## src/common/scan_macros.svh

```systemverilog
/*
 * Size constants for the 64-bit prefix-scan fabric.
 * Included by both packages and by every RTL file that sizes a bus.
 * The segment width follows from the word width and the lane count.
 */

`ifndef SCAN_MACROS_SVH
`define SCAN_MACROS_SVH

// full request word, bit 63 is the top of a hi-to-lo scan
`define SCAN_WIDTH 64

// number of parallel lanes in the fabric
// the word width has to be a multiple of this
`define SCAN_LANES 4

// bits handled by one lane
// each lane scans its own slice and reports the slice reduction
`define SCAN_SEG_WIDTH (`SCAN_WIDTH / `SCAN_LANES)

// the collector scans the lane reductions at SCAN_LANES width
// so a lane count of 1 degenerates to a plain single-lane scan
// and larger counts only add rows to that small scan

`endif

```

## src/common/scan_types_pkg.sv

```systemverilog
/*
 * Request and response formats seen at the fabric boundary.
 * Also holds the operator encoding that every stage decodes.
 */

package scan_types_pkg;

`include "scan_macros.svh"

   // operator carried with each request
   // code 2'b11 is unused and decodes as or
   typedef enum logic [1:0]
   {
      scan_xor = 2'd0,
      scan_and = 2'd1,
      scan_or  = 2'd2
   } scan_op_e;

   // one request, sampled on an in_valid strobe
   typedef struct packed
   {
      logic [`SCAN_WIDTH-1:0] data;
      // reduction operator
      scan_op_e               op;
      // 1 scans from bit 0 upward, 0 scans from bit 63 downward
      logic                   lo_to_hi;
   } scan_req_t;

   // result word, valid with out_valid
   typedef struct packed
   {
      logic [`SCAN_WIDTH-1:0] data;
   } scan_rsp_t;

endpackage

```

## src/common/lane_pkg.sv

```systemverilog
/*
 * Internal formats between dispatch, the lanes and the collector.
 * Everything here is already in hi-to-lo bit order.
 */

package lane_pkg;

`include "scan_macros.svh"

   import scan_types_pkg::scan_op_e;

   // one segment handed to a lane
   typedef struct packed
   {
      logic [`SCAN_SEG_WIDTH-1:0] seg;
      // operator travels with the segment so the lane can pick a core
      scan_op_e                   op;
   } seg_req_t;

   // lane result
   typedef struct packed
   {
      // local scan of the segment, no carry from upper lanes yet
      logic [`SCAN_SEG_WIDTH-1:0] seg;
      // operator over the whole segment
      // same as bit 0 of the local scan
      logic                       red;
   } lane_out_t;

endpackage

```

## src/hw/prefix_scan.sv

```systemverilog
/*
 * Combinational log-depth prefix scan with a fixed operator and direction.
 * Instantiate one per operator when the operator is picked at run time.
 * Used at segment width in the lanes and at lane-count width in the collector.
 */

`timescale 1ns/1ns

module prefix_scan
   import scan_types_pkg::*;
#(
   parameter int       width_p    = 4,
   parameter scan_op_e op_p       = scan_xor,
   parameter bit       lo_to_hi_p = 1'b0
)
(
   input  logic [width_p-1:0] in_data,
   output logic [width_p-1:0] out_data
);

   // rows needed to cover the whole word
   localparam int rows_lp = $clog2(width_p);

   // identity shifted in from the top
   // and needs ones, xor and or need zeros
   localparam logic fill_lp = (op_p == scan_and);

   // row 0 is the input in hi-to-lo order
   logic [rows_lp:0][width_p-1:0] t;

   // reverse the input so the rows always run from the top bit down
   if (lo_to_hi_p)
   begin : g_rev_in
      assign t[0] = {<<{in_data}};
   end
   else
   begin : g_fwd_in
      assign t[0] = in_data;
   end

   // row j+1 merges row j with itself shifted down by 2**j
   for (genvar j = 0; j < rows_lp; j++)
   begin : g_row
      logic [2*width_p-1:0] ext;

      // identity bits above the word fall into the vacated top positions
      assign ext = {{width_p{fill_lp}}, t[j]} >> (1 << j);

      case (op_p)
         scan_xor:
         begin : g_xor
            assign t[j+1] = t[j] ^ ext[width_p-1:0];
         end
         scan_and:
         begin : g_and
            assign t[j+1] = t[j] & ext[width_p-1:0];
         end
         default:
         begin : g_or
            assign t[j+1] = t[j] | ext[width_p-1:0];
         end
      endcase
   end

   // put the bits back in the caller's order
   if (lo_to_hi_p)
   begin : g_rev_out
      assign out_data = {<<{t[rows_lp]}};
   end
   else
   begin : g_fwd_out
      assign out_data = t[rows_lp];
   end

endmodule

```

## src/hw/scan_fabric/scan_collect.sv

```systemverilog
/*
 * Output stage of the scan fabric.
 * Scans the lane reductions to find each lane's carry from the lanes above,
 * merges the carry into every segment, mirrors lo-to-hi results back and
 * registers the response.
 */

`timescale 1ns/1ns

`include "scan_macros.svh"

module scan_collect
   import scan_types_pkg::*;
   import lane_pkg::*;
(
   input  logic                         clk_i,
   input  logic                         rst_n,
   input  logic [`SCAN_LANES-1:0]       lane_valid,
   input  lane_out_t [`SCAN_LANES-1:0]  lanes,
   input  scan_op_e                     op,
   input  logic                         lo_to_hi,
   output logic                         out_valid,
   output scan_rsp_t                    out_rsp
);

   // op and direction delayed one cycle to line up with the lane registers
   scan_op_e               op_q;
   logic                   dir_q;

   // lane reductions, lane 3 holds the top segment
   logic [`SCAN_LANES-1:0] red;
   logic [`SCAN_LANES-1:0] incl_xor;
   logic [`SCAN_LANES-1:0] incl_and;
   logic [`SCAN_LANES-1:0] incl_or;
   // inclusive scan for the active op
   logic [`SCAN_LANES-1:0] incl;
   logic                   ident;
   // op over all strictly higher lanes
   logic [`SCAN_LANES-1:0] carry;
   logic [`SCAN_WIDTH-1:0] fixed;
   // fixed word in mirrored bit order
   logic [`SCAN_WIDTH-1:0] fixed_rev;
   logic [`SCAN_WIDTH-1:0] word;

   always_ff @(posedge clk_i)
   begin
      op_q  <= op;
      dir_q <= lo_to_hi;
   end

   always_comb
   begin
      for (int l = 0; l < `SCAN_LANES; l++)
         red[l] = lanes[l].red;
   end

   prefix_scan #(.width_p(`SCAN_LANES), .op_p(scan_xor), .lo_to_hi_p(1'b0)) u_xor
   (
      .in_data  (red),
      .out_data (incl_xor)
   );

   prefix_scan #(.width_p(`SCAN_LANES), .op_p(scan_and), .lo_to_hi_p(1'b0)) u_and
   (
      .in_data  (red),
      .out_data (incl_and)
   );

   prefix_scan #(.width_p(`SCAN_LANES), .op_p(scan_or), .lo_to_hi_p(1'b0)) u_or
   (
      .in_data  (red),
      .out_data (incl_or)
   );

   // pick the inclusive scan and the identity for the active op
   always_comb
   begin
      case (op_q)
         scan_xor:
         begin
            incl  = incl_xor;
            ident = 1'b0;
         end
         scan_and:
         begin
            incl  = incl_and;
            ident = 1'b1;
         end
         default:
         begin
            incl  = incl_or;
            ident = 1'b0;
         end
      endcase
   end

   // shift down one lane, the top lane sees only the identity
   assign carry = {ident, incl[`SCAN_LANES-1:1]};

   // fold the carry into every bit of the segment
   always_comb
   begin
      for (int l = 0; l < `SCAN_LANES; l++)
      begin
         case (op_q)
            scan_xor:
               fixed[l*`SCAN_SEG_WIDTH +: `SCAN_SEG_WIDTH] =
                  lanes[l].seg ^ {`SCAN_SEG_WIDTH{carry[l]}};
            scan_and:
               fixed[l*`SCAN_SEG_WIDTH +: `SCAN_SEG_WIDTH] =
                  lanes[l].seg & {`SCAN_SEG_WIDTH{carry[l]}};
            default:
               fixed[l*`SCAN_SEG_WIDTH +: `SCAN_SEG_WIDTH] =
                  lanes[l].seg | {`SCAN_SEG_WIDTH{carry[l]}};
         endcase
      end
   end

   assign fixed_rev = {<<{fixed}};

   // undo the dispatch mirror
   assign word = dir_q ? fixed_rev : fixed;

   // all lanes move in lockstep so their valids agree
   always_ff @(posedge clk_i)
   begin
      if (!rst_n)
         out_valid <= 1'b0;
      else
         out_valid <= &lane_valid;
   end

   always_ff @(posedge clk_i)
   begin
      out_rsp.data <= word;
   end

endmodule

```

## src/hw/scan_fabric/scan_dispatch.sv

```systemverilog
/*
 * Input stage of the scan fabric.
 * Registers one request per cycle, mirrors lo-to-hi words and slices the
 * word into per-lane segments. Everything downstream works hi-to-lo.
 */

`timescale 1ns/1ns

`include "scan_macros.svh"

module scan_dispatch
   import scan_types_pkg::*;
   import lane_pkg::*;
(
   input  logic                              clk_i,
   input  logic                              rst_n,
   input  logic                              in_valid,
   input  scan_req_t                         in_req,
   output logic                              seg_valid,
   output seg_req_t [`SCAN_LANES-1:0]        segs,
   output scan_op_e                          op,
   output logic                              lo_to_hi
);

   // request word in mirrored bit order
   logic [`SCAN_WIDTH-1:0] data_rev;
   // word after optional mirroring
   logic [`SCAN_WIDTH-1:0] word_d;
   logic [`SCAN_WIDTH-1:0] word_q;

   assign data_rev = {<<{in_req.data}};

   // a lo-to-hi scan is a hi-to-lo scan of the mirrored word
   assign word_d = in_req.lo_to_hi ? data_rev : in_req.data;

   // valid is the only control state here
   always_ff @(posedge clk_i)
   begin
      if (!rst_n)
         seg_valid <= 1'b0;
      else
         seg_valid <= in_valid;
   end

   // payload follows every cycle, qualified by seg_valid
   always_ff @(posedge clk_i)
   begin
      word_q   <= word_d;
      op       <= in_req.op;
      lo_to_hi <= in_req.lo_to_hi;
   end

   // lane s gets bits 16s+15 down to 16s
   always_comb
   begin
      for (int s = 0; s < `SCAN_LANES; s++)
      begin
         segs[s].seg = word_q[s*`SCAN_SEG_WIDTH +: `SCAN_SEG_WIDTH];
         segs[s].op  = op;
      end
   end

endmodule

```

## src/hw/scan_fabric/scan_fabric_top.sv

```systemverilog
/*
 * Top of the pipelined 64-bit prefix-scan unit.
 * One request per cycle on in_valid, result on out_valid three cycles later.
 * There is no back-pressure, the consumer takes every response.
 */

`timescale 1ns/1ns

`include "scan_macros.svh"

module scan_fabric_top
   import scan_types_pkg::*;
   import lane_pkg::*;
(
   input  logic      clk_i,
   input  logic      rst_n,
   input  logic      in_valid,
   input  scan_req_t in_req,
   output logic      out_valid,
   output scan_rsp_t out_rsp
);

   // dispatch to lanes
   logic                          seg_valid;
   seg_req_t [`SCAN_LANES-1:0]    segs;
   // dispatch straight to the collector
   scan_op_e                      op;
   logic                          lo_to_hi;
   // lanes to collector
   logic [`SCAN_LANES-1:0]        lane_valid;
   lane_out_t [`SCAN_LANES-1:0]   lane_out;

   scan_dispatch u_dispatch
   (
      .clk_i     (clk_i),
      .rst_n     (rst_n),
      .in_valid  (in_valid),
      .in_req    (in_req),
      .seg_valid (seg_valid),
      .segs      (segs),
      .op        (op),
      .lo_to_hi  (lo_to_hi)
   );

   for (genvar s = 0; s < `SCAN_LANES; s++)
   begin : g_lane
      scan_lane u_lane
      (
         .clk_i      (clk_i),
         .rst_n      (rst_n),
         .seg_valid  (seg_valid),
         .seg        (segs[s]),
         .lane_valid (lane_valid[s]),
         .lane_out   (lane_out[s])
      );
   end

   scan_collect u_collect
   (
      .clk_i      (clk_i),
      .rst_n      (rst_n),
      .lane_valid (lane_valid),
      .lanes      (lane_out),
      .op         (op),
      .lo_to_hi   (lo_to_hi),
      .out_valid  (out_valid),
      .out_rsp    (out_rsp)
   );

endmodule

```

## src/hw/scan_fabric/scan_lane.sv

```systemverilog
/*
 * One lane of the scan fabric.
 * Scans its segment hi-to-lo with all three operators in parallel, keeps the
 * one the request asked for and registers it with the segment reduction.
 */

`timescale 1ns/1ns

`include "scan_macros.svh"

module scan_lane
   import scan_types_pkg::*;
   import lane_pkg::*;
(
   input  logic      clk_i,
   input  logic      rst_n,
   input  logic      seg_valid,
   input  seg_req_t  seg,
   output logic      lane_valid,
   output lane_out_t lane_out
);

   // core outputs, one per operator
   logic [`SCAN_SEG_WIDTH-1:0] scan_xor_q;
   logic [`SCAN_SEG_WIDTH-1:0] scan_and_q;
   logic [`SCAN_SEG_WIDTH-1:0] scan_or_q;
   // the one that matches the request
   logic [`SCAN_SEG_WIDTH-1:0] scan_sel;

   prefix_scan #(.width_p(`SCAN_SEG_WIDTH), .op_p(scan_xor), .lo_to_hi_p(1'b0)) u_xor
   (
      .in_data  (seg.seg),
      .out_data (scan_xor_q)
   );

   prefix_scan #(.width_p(`SCAN_SEG_WIDTH), .op_p(scan_and), .lo_to_hi_p(1'b0)) u_and
   (
      .in_data  (seg.seg),
      .out_data (scan_and_q)
   );

   prefix_scan #(.width_p(`SCAN_SEG_WIDTH), .op_p(scan_or), .lo_to_hi_p(1'b0)) u_or
   (
      .in_data  (seg.seg),
      .out_data (scan_or_q)
   );

   // unused op code falls to or
   always_comb
   begin
      case (seg.op)
         scan_xor: scan_sel = scan_xor_q;
         scan_and: scan_sel = scan_and_q;
         default:  scan_sel = scan_or_q;
      endcase
   end

   always_ff @(posedge clk_i)
   begin
      if (!rst_n)
         lane_valid <= 1'b0;
      else
         lane_valid <= seg_valid;
   end

   // bit 0 of a hi-to-lo scan already covers the whole segment
   always_ff @(posedge clk_i)
   begin
      lane_out.seg <= scan_sel;
      lane_out.red <= scan_sel[0];
   end

endmodule

```

## config.mk

```make
export PLATFORM = sky130hd
export DESIGN_NAME = scan_fabric_top
export DESIGN_NICKNAME = d
export VERILOG_FILES = /design/src/common/scan_types_pkg.sv /design/src/common/lane_pkg.sv /design/src/hw/prefix_scan.sv /design/src/hw/scan_fabric/scan_collect.sv /design/src/hw/scan_fabric/scan_dispatch.sv /design/src/hw/scan_fabric/scan_fabric_top.sv /design/src/hw/scan_fabric/scan_lane.sv
export VERILOG_INCLUDE_DIRS = /design/src /design/src/common
export SDC_FILE = /design/constraint.sdc
export NUM_CORES = 1
export LEC_CHECK = 0
export BUFFER_PORTS_ARGS = -buffer_cell sky130_fd_sc_hd__buf_2
export CAP_MARGIN = 25
export CORE_UTILIZATION = 40
export CTS_BUF_LIST = sky130_fd_sc_hd__clkbuf_4 sky130_fd_sc_hd__clkbuf_8 sky130_fd_sc_hd__clkbuf_16
export DETAILED_ROUTE_END_ITERATION = 7
export SLEW_MARGIN = 20
export SYNTH_ARGS = -nofsm -noshare
export SYNTH_HDL_FRONTEND = slang
export SYNTH_SLANG_ARGS = --single-unit
```

## constraint.sdc

```tcl
create_clock -name clk_i -period 3.23 [get_ports clk_i]
set_clock_uncertainty 0.1 [all_clocks]
set_input_delay 0.323 -clock clk_i [delete_from_list [all_inputs] [get_ports clk_i]]
set_output_delay 0.323 -clock clk_i [all_outputs]
set_load 0.02 [all_outputs]
```

## Yosys cells after proc, flatten, opt, wreduce, memory -nomap -nowiden

Index checks and enable logic that the tools add are counted.

| word-level totals | value |
|---|---|
| bits of input ports | 70 |
| output and inout bits | 65 |
| flip-flop bits (word level) | 205 |
| word-level logic and storage cells | 99 |

| operators by class | value |
|---|---|
| equal/unequal tests | 2 |
| reductions and logical operators | 2 |
| muxes and demuxes | 12 |
| bitwise operators | 66 |

Operator list:

| cell | count |
|---|---|
| AND 16 bit | 20 |
| one-hot mux 16 bit (2 select lines) | 8 |
| two-way mux 64 bit | 2 |
| bitwise OR 16 x 12 -> 16 bit | 4 |
| bitwise OR 16 x 14 -> 16 bit | 4 |
| bitwise OR 16 x 15 -> 16 bit | 4 |
| bitwise OR 16 bit | 4 |
| bitwise OR 16 x 8 -> 16 bit | 4 |
| XOR 16 x 12 -> 16 bit | 4 |
| XOR 16 x 14 -> 16 bit | 4 |
| XOR 16 x 15 -> 16 bit | 4 |
| XOR 16 bit | 4 |
| XOR 16 x 8 -> 16 bit | 4 |
| AND 4 bit | 2 |
| one-hot mux 4 bit (2 select lines) | 1 |
| equality test 2 x 1 -> 1 bit (second input constant) | 2 |
| logical NOT 2 bit | 2 |
| bitwise OR 4 x 2 -> 4 bit | 1 |
| bitwise OR 4 x 3 -> 4 bit | 1 |
| XOR 4 x 2 -> 4 bit | 1 |
| XOR 4 x 3 -> 4 bit | 1 |
| two-way mux 1 bit | 1 |

## Longest topological paths before layout

Gate-level depths: netlist (run 1).

| depth | value |
|---|---|
| depth after elaboration | 6 |
| mapped depth | 10 |
| depth with buffers taken out | 7 |

## Modules after synthesis

From an unflattened synthesis (run 1), not the netlist that was laid out.

| unflattened totals | value |
|---|---|
| cells, all modules | 1205 |
| area total of the unflattened synthesis | 12304.3 um^2 |

By module, submodules not included:

| module | cells an instance | times used | sequential area each (um^2) | area an instance (um^2) |
|---|---|---|---|---|
| scan_collect | 444 | 1 | 1361.3 | 4395.5 |
| scan_lane | 72 | 4 | 340.3 | 698.2 |
| scan_dispatch | 148 | 1 | 1361.3 | 2504.9 |
| prefix_scan (g_lane[0].u_lane.u_xor ...) | 29 | 4 | 0.0 | 311.5 |
| prefix_scan (g_lane[0].u_lane.u_and ...) | 29 | 4 | 0.0 | 171.4 |
| prefix_scan (g_lane[0].u_lane.u_or ...) | 20 | 4 | 0.0 | 142.6 |
| prefix_scan (u_collect.u_xor) | 5 | 1 | 0.0 | 50.0 |
| prefix_scan (u_collect.u_and) | 4 | 1 | 0.0 | 31.3 |
| prefix_scan (u_collect.u_or) | 4 | 1 | 0.0 | 27.5 |

## Worst setup path before layout (run 1)

No wires, ideal clock.

| path | value |
|---|---|
| path type | flip-flop to flip-flop |
| from | register u_collect.op_q[1] |
| to | register u_collect.out_rsp[15] (netlist name) |
| path buffers | 3 |
| arrival | 2.440 ns |
| clock period less this slack | 2.672 ns |
| required time | 2.998 ns |
| stages on the path, launching flop included | 11 |
| setup time | 0.132 ns |
| slack | 0.558 ns |
| path through | dfxtp_1 buf_2 clkbuf_1 buf_1 nand2b_1 inv_1 ha_1 a21oi_1 a22oi_1 o31ai_1 a21oi_1 |

| between the ends | value |
|---|---|
| word-level cells in the longest chain between the ends | 5 |
| elaborated cells between the ends (all ways) | 13 |
| classes of those cells | eq/ne (1); mux (5); bitwise (6); reduce/logical (1) |

RTL lines:

| item | line | text |
|---|---|---|
| start, declared | scan_collect.sv:27 | `scan_op_e op_q;` |
| start signal, assigned | scan_collect.sv:47 | `op_q <= op;` |
| equality test 2 x 1 -> 1 bit / logical NOT 2 bit (equally long branches) | scan_collect.sv:78, scan_collect.sv:105 |  |
| one-hot mux 4 bit (2 select lines) / two-way mux 1 bit (equally long branches) | scan_collect.sv:78 | `case (op_q)` |
| bitwise OR 16 bit (tied with other cells) | scan_collect.sv:114 | `` lanes[l].seg \| {`SCAN_SEG_WIDTH{carry[l]}}; `` |
| one-hot mux 16 bit (2 select lines) | scan_collect.sv:105 | `case (op_q)` |
| two-way mux 64 bit (*) | scan_collect.sv:122 | `assign word = dir_q ? fixed_rev : fixed;` |
| via u_collect.word[15] | scan_collect.sv:43 | `` logic [`SCAN_WIDTH-1:0] word; `` |

Mark *: on every way through the listed nets, which the timed path passes. The rest lies on a longest branch.
A chain may end at the register's enable or synchronous reset.

## Final worst setup path (run 1)

| path | value |
|---|---|
| from | register u_collect.op_q[1] |
| to | register u_collect.out_rsp[8] (netlist name) |

| between the ends | value |
|---|---|
| word-level cells in the longest chain between the ends | 5 |
| elaborated cells between the ends (all ways) | 13 |
| classes of those cells | eq/ne (1); mux (5); bitwise (6); reduce/logical (1) |

RTL lines:

| item | line |
|---|---|
| equality test 2 x 1 -> 1 bit / logical NOT 2 bit (equally long branches) | scan_collect.sv:78, scan_collect.sv:105 |
| one-hot mux 4 bit (2 select lines) / two-way mux 1 bit (equally long branches) | scan_collect.sv:78 |
| bitwise OR 16 bit (tied with other cells) | scan_collect.sv:114 |
| one-hot mux 16 bit (2 select lines) | scan_collect.sv:105 |
| two-way mux 64 bit (*) | scan_collect.sv:122 |
| via u_collect.word[8] | scan_collect.sv:43 |

Marks and branches as above.

==> impl_metrics.csv, run 1 <==
group,metric,value,unit
run_status,status,"complete, no violations",
timing,setup_viol,0,
yosys,syn_area,0.0125,mm^2
clocking,cts_sinks,201,
grt,antenna_found_initial,2,
clocking,cts_max_path_buffers,3,
route,dr.pass1.iters,7,
worst_hold_path,holdCritPathClass,"in2reg",
grt,top_usage_layer,"met1",
setup_path,path_class,"reg2reg",
route,antenna_left,0,
timing,fmax,378,MHz
cells_and_area,finalInstanceArea,0.0153,mm^2
grt,grt_use_met1,29.6,%
timing,slew-limit-headroom,37.8,%
yosys,syn_nets,1576,
cells_and_area,multi_input_area,0.00772,mm^2
clocking,ctsResizeCount,0,
clocking,clock_latency,0.51,ns
yosys,synth_seq_area_share,32.2,%
yosys,avgSynthCellArea,9.46,um^2
die,fp.dieW,179,um
route,wire_per_inst,16.1,um
cells_and_area,area_growth,22.4,%
timing,worst_pin_slew,0.932,ns
setup_path,critPathLaunchType,"flop",
clocking,h-tree-depth,1,
route,drc,0,
yosys,ys_seq_elements,201,
setup_path,critPathArrivalTime,2.90,ns
grt,grt_overflow,0,
yosys,async_flop_share,0,%
route,avgViaCountPerCell,5.17,
route,drtIter0Drc,577,
grt,grt_pass1_vias,9480,
timing,period_share,81.9,%
timing,hold_viol,0,
die,start_util,40.7,%
cells_and_area,n_antenna_cell,0,
cells_and_area,mostFrequentLayoutCells,"198 x dfxtp_1, 186 x ha_1, 134 x buf_2",
cells_and_area,layout_commonest_cell,"dfxtp_1",
power_and_ir_drop,ir_worst_vdd,330,uV
power_and_ir_drop,p_per_area,589,mW/mm^2
die,placeableCoreArea,0.0307,mm^2
setup_path,required,3.48,ns
die,die_h,179,um
timing,slew_viol_final,0,
route,num_vias,10000,
cells_and_area,fin_nets,1777,
grt,met2_usage,29.0,%
die,rows,64,
route,routed_wirelength,31.0,mm
grt,grt_pass1_wl,49.7,mm
cells_and_area,layout-drive-gt1-share,20.0,%
setup_path,critPathCaptureType,"flop",
grt,grt_use_met3,2.37,%
placement,gp_congestion,0.856,
clocking,cts_tree,"done",
yosys,synth_cell_types,70,
placement,hpwlAfterDp,22.5,mm
die,ios,135,
yosys,syn-instance-count,1320,
placement,dpl_cell_area,0.0135,mm^2
placement,port_buffers,134,
clocking,post_cts_buffers,0,
cells_and_area,seq_area,0.00403,mm^2
power_and_ir_drop,p_leak,0.00702,uW
yosys,synth_edf_count,0,
grt,grt_use_total,19.4,%
grt,grt_max_degree,76,
timing,fin_tns_setup,0,ns
die,dieArea,0.0319,mm^2
job,cap_violations,0,
timing,fin_crit,2.65,ns
clocking,root_buffer,"clkbuf_16",
yosys,ys_warn_count,0,
clocking,clk_pin_slew,0.06,ns
timing,rsz0062_at_grt,"false",
yosys,ys.flop_type,"dfxtp_1",
clocking,cts_buffers,22,
setup_path,worst-path-max-fanout,17,
cells_and_area,fillers,2834,
## registers in the layout, summed over array words and instances, names as in the netlist
signal and count:
u_dispatch.lo_to_hi 1, g_lane.u_lane.lane_out 64, u_collect.out_valid 1, u_dispatch.op 2, g_lane.u_lane.lane_valid 1, u_collect.dir_q 1
u_collect.op_q 2, u_dispatch.seg_valid 1, u_collect.out_rsp 64, u_dispatch.word_q 64
## kinds of logic after synthesis
| logic type | synth area share [%] |
|---|---|
| muxes | 8.80 |
| and+or+nand+nor | 9.86 |
| AOI/OAI and AO/OA | 17.0 |
| buffers and inverters | 5.96 |
| DFF | 32.2 |
| adders and majority gates | 18.6 |
| xor gates and xnor gates | 7.49 |
## cells in the mapped netlist, types with 4 or more instances
| cell | instances | share of area, % |
|---|---|---|
| nor2_1 | 69 | 2.1 |
| xnor2_1 | 41 | 2.9 |
| and3_1 | 18 | 0.90 |
| buf_2 | 6 | 0.24 |
| o31ai_1 | 17 | 1.0 |
| a22oi_1 | 33 | 2.0 |
| o221ai_1 | 5 | 0.35 |
| nand2b_1 | 24 | 1.2 |
| xnor3_1 | 10 | 1.8 |
| a211oi_1 | 10 | 0.60 |
| mux2_2 | 93 | 8.4 |
| a221oi_1 | 20 | 1.4 |
| a22o_1 | 16 | 1.1 |
| clkbuf_1 | 59 | 1.8 |
| dfxtp_1 | 201 | 32 |
| nand4_1 | 16 | 0.80 |
| a21oi_1 | 77 | 3.1 |
| ha_1 | 186 | 19 |
| a31oi_1 | 12 | 0.60 |
| xor2_1 | 16 | 1.1 |
| o2111ai_1 | 6 | 0.42 |
| o21ai_1 | 17 | 0.68 |
| o211ai_1 | 4 | 0.24 |
| nand2_1 | 53 | 1.6 |
| xnor3_2 | 4 | 0.76 |
| a311oi_1 | 4 | 0.28 |
| nor2b_1 | 15 | 0.75 |
| a211o_1 | 5 | 0.35 |
| inv_1 | 112 | 3.4 |
| buf_1 | 7 | 0.21 |
| nand3_1 | 11 | 0.44 |
| o21ai_0 | 71 | 2.8 |
| a221o_1 | 6 | 0.48 |
| and2_1 | 11 | 0.55 |
| mux2i_1 | 4 | 0.32 |
## per-stage QoR
stage	utilization (%)	std cells	setup slack, ns	hold slack [ns]	power [uW]
after floorplan	-	1320	0.558	0.210	5500
after global placement	44.0	1792	0.530	0.218	6260
after detailed placement	44.1	1792	0.561	0.218	6330
after CTS	49.8	1933	0.544	0.216	9060
after global routing	49.8	1933	0.344	0.240	9580
final	49.8	1933	0.583	0.224	9010
## routing by layer
| layer | share of wire [%] | vias up |
|---|---|---|
| li1 | - | 5055 |
| met1 | 52 | 4652 |
| met2 | 41 | 269 |
| met3 | 5.8 | 26 |
| met4 | 1.1 | 0 |
| met5 | 0 | - |
## what timing repair did
| action | CTS | global route |
|---|---|---|
| setup endpoints to repair | 0 | 0 |
| hold buffers | 101 | 0 |
| endpoints found under the hold margin | 69 | 0 |
## critical path: stages, from the launching register on
cell and delay, ns:
dfxtp_1 0.44, nand2b_1 0.61, inv_1 0.51, ha_1 0.32
a21oi_1 0.20, a22oi_1 0.13, o31ai_1 0.12, a21oi_1 0.06
## power breakdown
part           internal, uW  switching (uW)  leakage [uW]
Clock                  1600            1010      0.000381
Combinational          1490            1770       0.00495
Sequential             2890             257       0.00169
## worst paths after layout
check | slack (ns) | start | endpoint | cells after the start
hold reg to reg | 0.23 | u_dispatch.lo_to_hi | u_collect.dir_q | 0
setup / recovery | 0.58 | u_collect.op_q[1] | u_collect.out_rsp[8] | 7
setup reg to reg | 0.58 | u_collect.op_q[1] | u_collect.out_rsp[8] | 7
hold / removal | 0.22 | in_req[0] | u_dispatch.lo_to_hi | 1
## layout make-up
type / count / area share, %
inverters: 113 / 2.77
well taps: 396 / 3.24
multi-input cells: 929 / 50.5
flip-flops and latches: 201 / 26.3
repair buffers: 254 / 12.1
clock inverters: 9 / 0.655
clock buffers: 31 / 4.36
Note: power is estimated with default switching activity, not from simulation.
==> inputs of run 2 (changes only) <==
--- a/config.mk
+++ b/config.mk
@@ -6,6 +6,7 @@
 export SDC_FILE = /design/constraint.sdc
 export NUM_CORES = 1
 export LEC_CHECK = 0
+export ABC_AREA = 1
 export BUFFER_PORTS_ARGS = -buffer_cell sky130_fd_sc_hd__buf_2
 export CAP_MARGIN = 25
 export CORE_UTILIZATION = 40
==> constraint.sdc (replaced) <==
create_clock -name clk_i -period 2.3 [get_ports clk_i]
set_clock_uncertainty 0.1 [all_clocks]
set_input_delay 0.23 -clock clk_i [delete_from_list [all_inputs] [get_ports clk_i]]
set_output_delay 0.23 -clock clk_i [all_outputs]
set_load 0.02 [all_outputs]
==> run 2 against run 1 <==
Total power is 30% higher. Critical path depth is 4 higher. Final area is 3.7% higher. Synthesized cell count is 36% higher. Register-to-register slack got worse by 0.29 ns. Non-clock buffer count up 11. Hold slack improved by 0.048 ns. Fmax grew 32%. Critical endpoint is now u_collect.out_rsp[1]. Highest routed layer unchanged.
==> impl_metrics.csv, run 2 <==
group,metric,value,unit
clocking,post_cts_buffers,0,
yosys,muxShareOfSynthArea,0,%
clocking,cts_tree,"done",
setup_path,worst-path-max-fanout,32,
die,dieArea,0.0329,mm^2
placement,gp_congestion,0.888,
grt,grt_use_total,20.1,%
run_status,status,"complete, no violations",
clocking,root_buffer,"clkbuf_16",
yosys,ys.flop_type,"dfxtp_1",
die,placeableCoreArea,0.0316,mm^2
timing,period_share,87.3,%
yosys,ys_seq_elements,201,
timing,fin_ws,0.292,ns
setup_path,required,2.65,ns
placement,port_buffers,134,
clocking,clock_latency,0.51,ns
die,fp.dieW,181,um
placement,hpwlAfterDp,25.5,mm
yosys,yosysTopAreaCellShare,31.3,%
timing,rsz0062_at_grt,"false",
cells_and_area,finalInstanceArea,0.0159,mm^2
route,dr.pass1.iters,7,
clocking,cts_buffers,22,
route,antenna_left,0,
route,num_vias,11700,
cells_and_area,layout_commonest_cell,"nand2_1",
yosys,synth_edf_count,0,
power_and_ir_drop,p_per_area,741,mW/mm^2
clocking,cts_max_path_buffers,3,
die,rows,65,
grt,grt_pass1_vias,10700,
grt,antenna_found_initial,0,
yosys,synth_top_family_by_area,"simple AND/OR/NAND/NOR gates",
power_and_ir_drop,p_leak,0.00831,uW
setup_path,critPathCaptureType,"flop",
yosys,syn_nets,2051,
yosys,synthSimpleGateAreaFrac,27.0,%
timing,setup_viol,0,
yosys,synth_most_common_cell,"nand2_1",
grt,grt_max_degree,65,
route,drtIter0Drc,759,
yosys,synth_cell_types,39,
yosys,synth_xor_area_share,5.72,%
timing,fin_tns_setup,0,ns
yosys,avgSynthCellArea,7.17,um^2
grt,grt_pass1_wl,54.1,mm
clocking,clk_pin_slew,0.06,ns
route,drc,0,
cells_and_area,fin_nets,2271,
yosys,synth_common_cells,"559 x nand2_1, 222 x inv_1, 201 x dfxtp_1",
grt,grt_overflow,0,
yosys,synth_adder_area_share,18.1,%
timing,fmax,498,MHz
yosys,yosys-top-cells-area,"dfxtp_1 31%, ha_1 18%, nand2_1 16%, inv_1 6.5%, nand3_1 4.5%",
cells_and_area,mostFrequentLayoutCells,"559 x nand2_1, 222 x inv_1, 199 x dfxtp_1",
yosys,ys_warn_count,0,
worst_hold_path,holdCritPathClass,"in2reg",
timing,fin_crit,2.01,ns
die,ios,135,
yosys,syn-instance-count,1795,
clocking,cts_sinks,201,
setup_path,critPathLaunchType,"flop",
cells_and_area,n_antenna_cell,0,
placement,dpl_cell_area,0.0140,mm^2
job,cap_violations,0,
cells_and_area,top_regs,"g_lane.u_lane.lane_out x64, u_collect.out_rsp x64, u_dispatch.word_q x64",
die,die_h,181,um
timing,slew_viol_final,0,
yosys,synth_seq_area_share,31.3,%
timing,slew-limit-headroom,56.2,%
route,routed_wirelength,33.6,mm
yosys,synth_largest_area_cell,"dfxtp_1",
yosys,async_flop_share,0,%
timing,hold_viol,0,
setup_path,path_class,"reg2reg",
route,wire_per_inst,13.8,um
route,avgViaCountPerCell,4.81,
yosys,syn_area,0.0129,mm^2
clocking,h-tree-depth,1,
setup_path,critPathArrivalTime,2.36,ns
cells_and_area,area_growth,23.2,%
setup_path,reg2reg_slack,0.29,ns
placement,dp_slack,0.0849,ns
cells_and_area,layout-drive-gt1-share,10.9,%
yosys,synth_compound_gate_area_share,8.88,%
die,start_util,40.7,%
power_and_ir_drop,ir_worst_vdd,454,uV
timing,worst_pin_slew,0.657,ns
## run 2: cell type report
cell class,count,area (um^2)
clock inverters,14,211
clock buffers,26,611
multi-input cells,1301,7690
inverters,224,843
fillers,3065,15800
flip-flops and latches,201,4030
well taps,402,503
repair buffers,265,1970
## run 2: per-layer routing
layer | up-vias | track usage [%] | wire, um | part of all wire [%]
met5 | - | 0 | 0 | 0
met4 | 0 | 4.07 | 503 | 1.5
met3 | 34 | 2.53 | 1960 | 5.8
met2 | 310 | 31.0 | 13900 | 41
met1 | 5225 | 29.8 | 17300 | 51
li1 | 6125 | - | - | -
## run 2: path summary, 6_finish.rpt
check                                     from              endpoint  cells after the start
setup / recovery  g_lane[2].u_lane.lane_out[1]  u_collect.out_rsp[1]                     11
hold / removal                       in_req[1]      u_dispatch.op[0]                      2
setup reg to reg  g_lane[2].u_lane.lane_out[1]  u_collect.out_rsp[1]                     11
hold reg to reg            u_dispatch.lo_to_hi       u_collect.dir_q                      0
## run 2: timing repair
item,4_1_cts,5_1_grt
setup endpoints to repair,0,32
resized for setup,0,1
hold buffers,102,0
hold endpoints to repair,70,0
## run 2: cell families after synthesis
| kind of cell | Yosys count |
|---|---|
| and+or+nand+nor | 832 |
| buffers and inverters | 293 |
| DFF | 201 |
| AOI/OAI and AO/OA | 199 |
| adders and majority gates | 186 |
| xor gates and xnor gates | 84 |
## run 2: report_power, final
group / leakage, uW / internal, uW / total [uW] / switching, uW
sequential: 0.00169 / 3910 / 4180 / 267
clock: 0.000401 / 2470 / 3870 / 1410
combinational: 0.00621 / 1450 / 3700 / 2250
## run 2: critical path: stages (launching register included)
cell and delay, ns:
dfxtp_1 0.42, inv_1 0.10, ha_1 0.30, inv_1 0.06, nand2_1 0.06, nand3_2 0.10
nand3_4 0.30, nand2_1 0.18, nand3_1 0.09, nand2_1 0.09, nand2_1 0.05, nand2_1 0.09
## run 2: through the flow
| stage | hold WS [ns] | power (uW) | util (%) | std cells |
|---|---|---|---|---|
| 2_1_floorplan | 0.158 | 6820 | - | 1795 |
| 5_1_grt | 0.272 | 12500 | 50.1 | 2433 |
| 3_5_place_dp | 0.238 | 7780 | 44.3 | 2291 |
| 3_3_place_gp | 0.244 | 7690 | 44.3 | 2291 |
| 4_1_cts | 0.252 | 11800 | 50.1 | 2433 |
| 6_report | 0.273 | 11800 | 50.1 | 2433 |
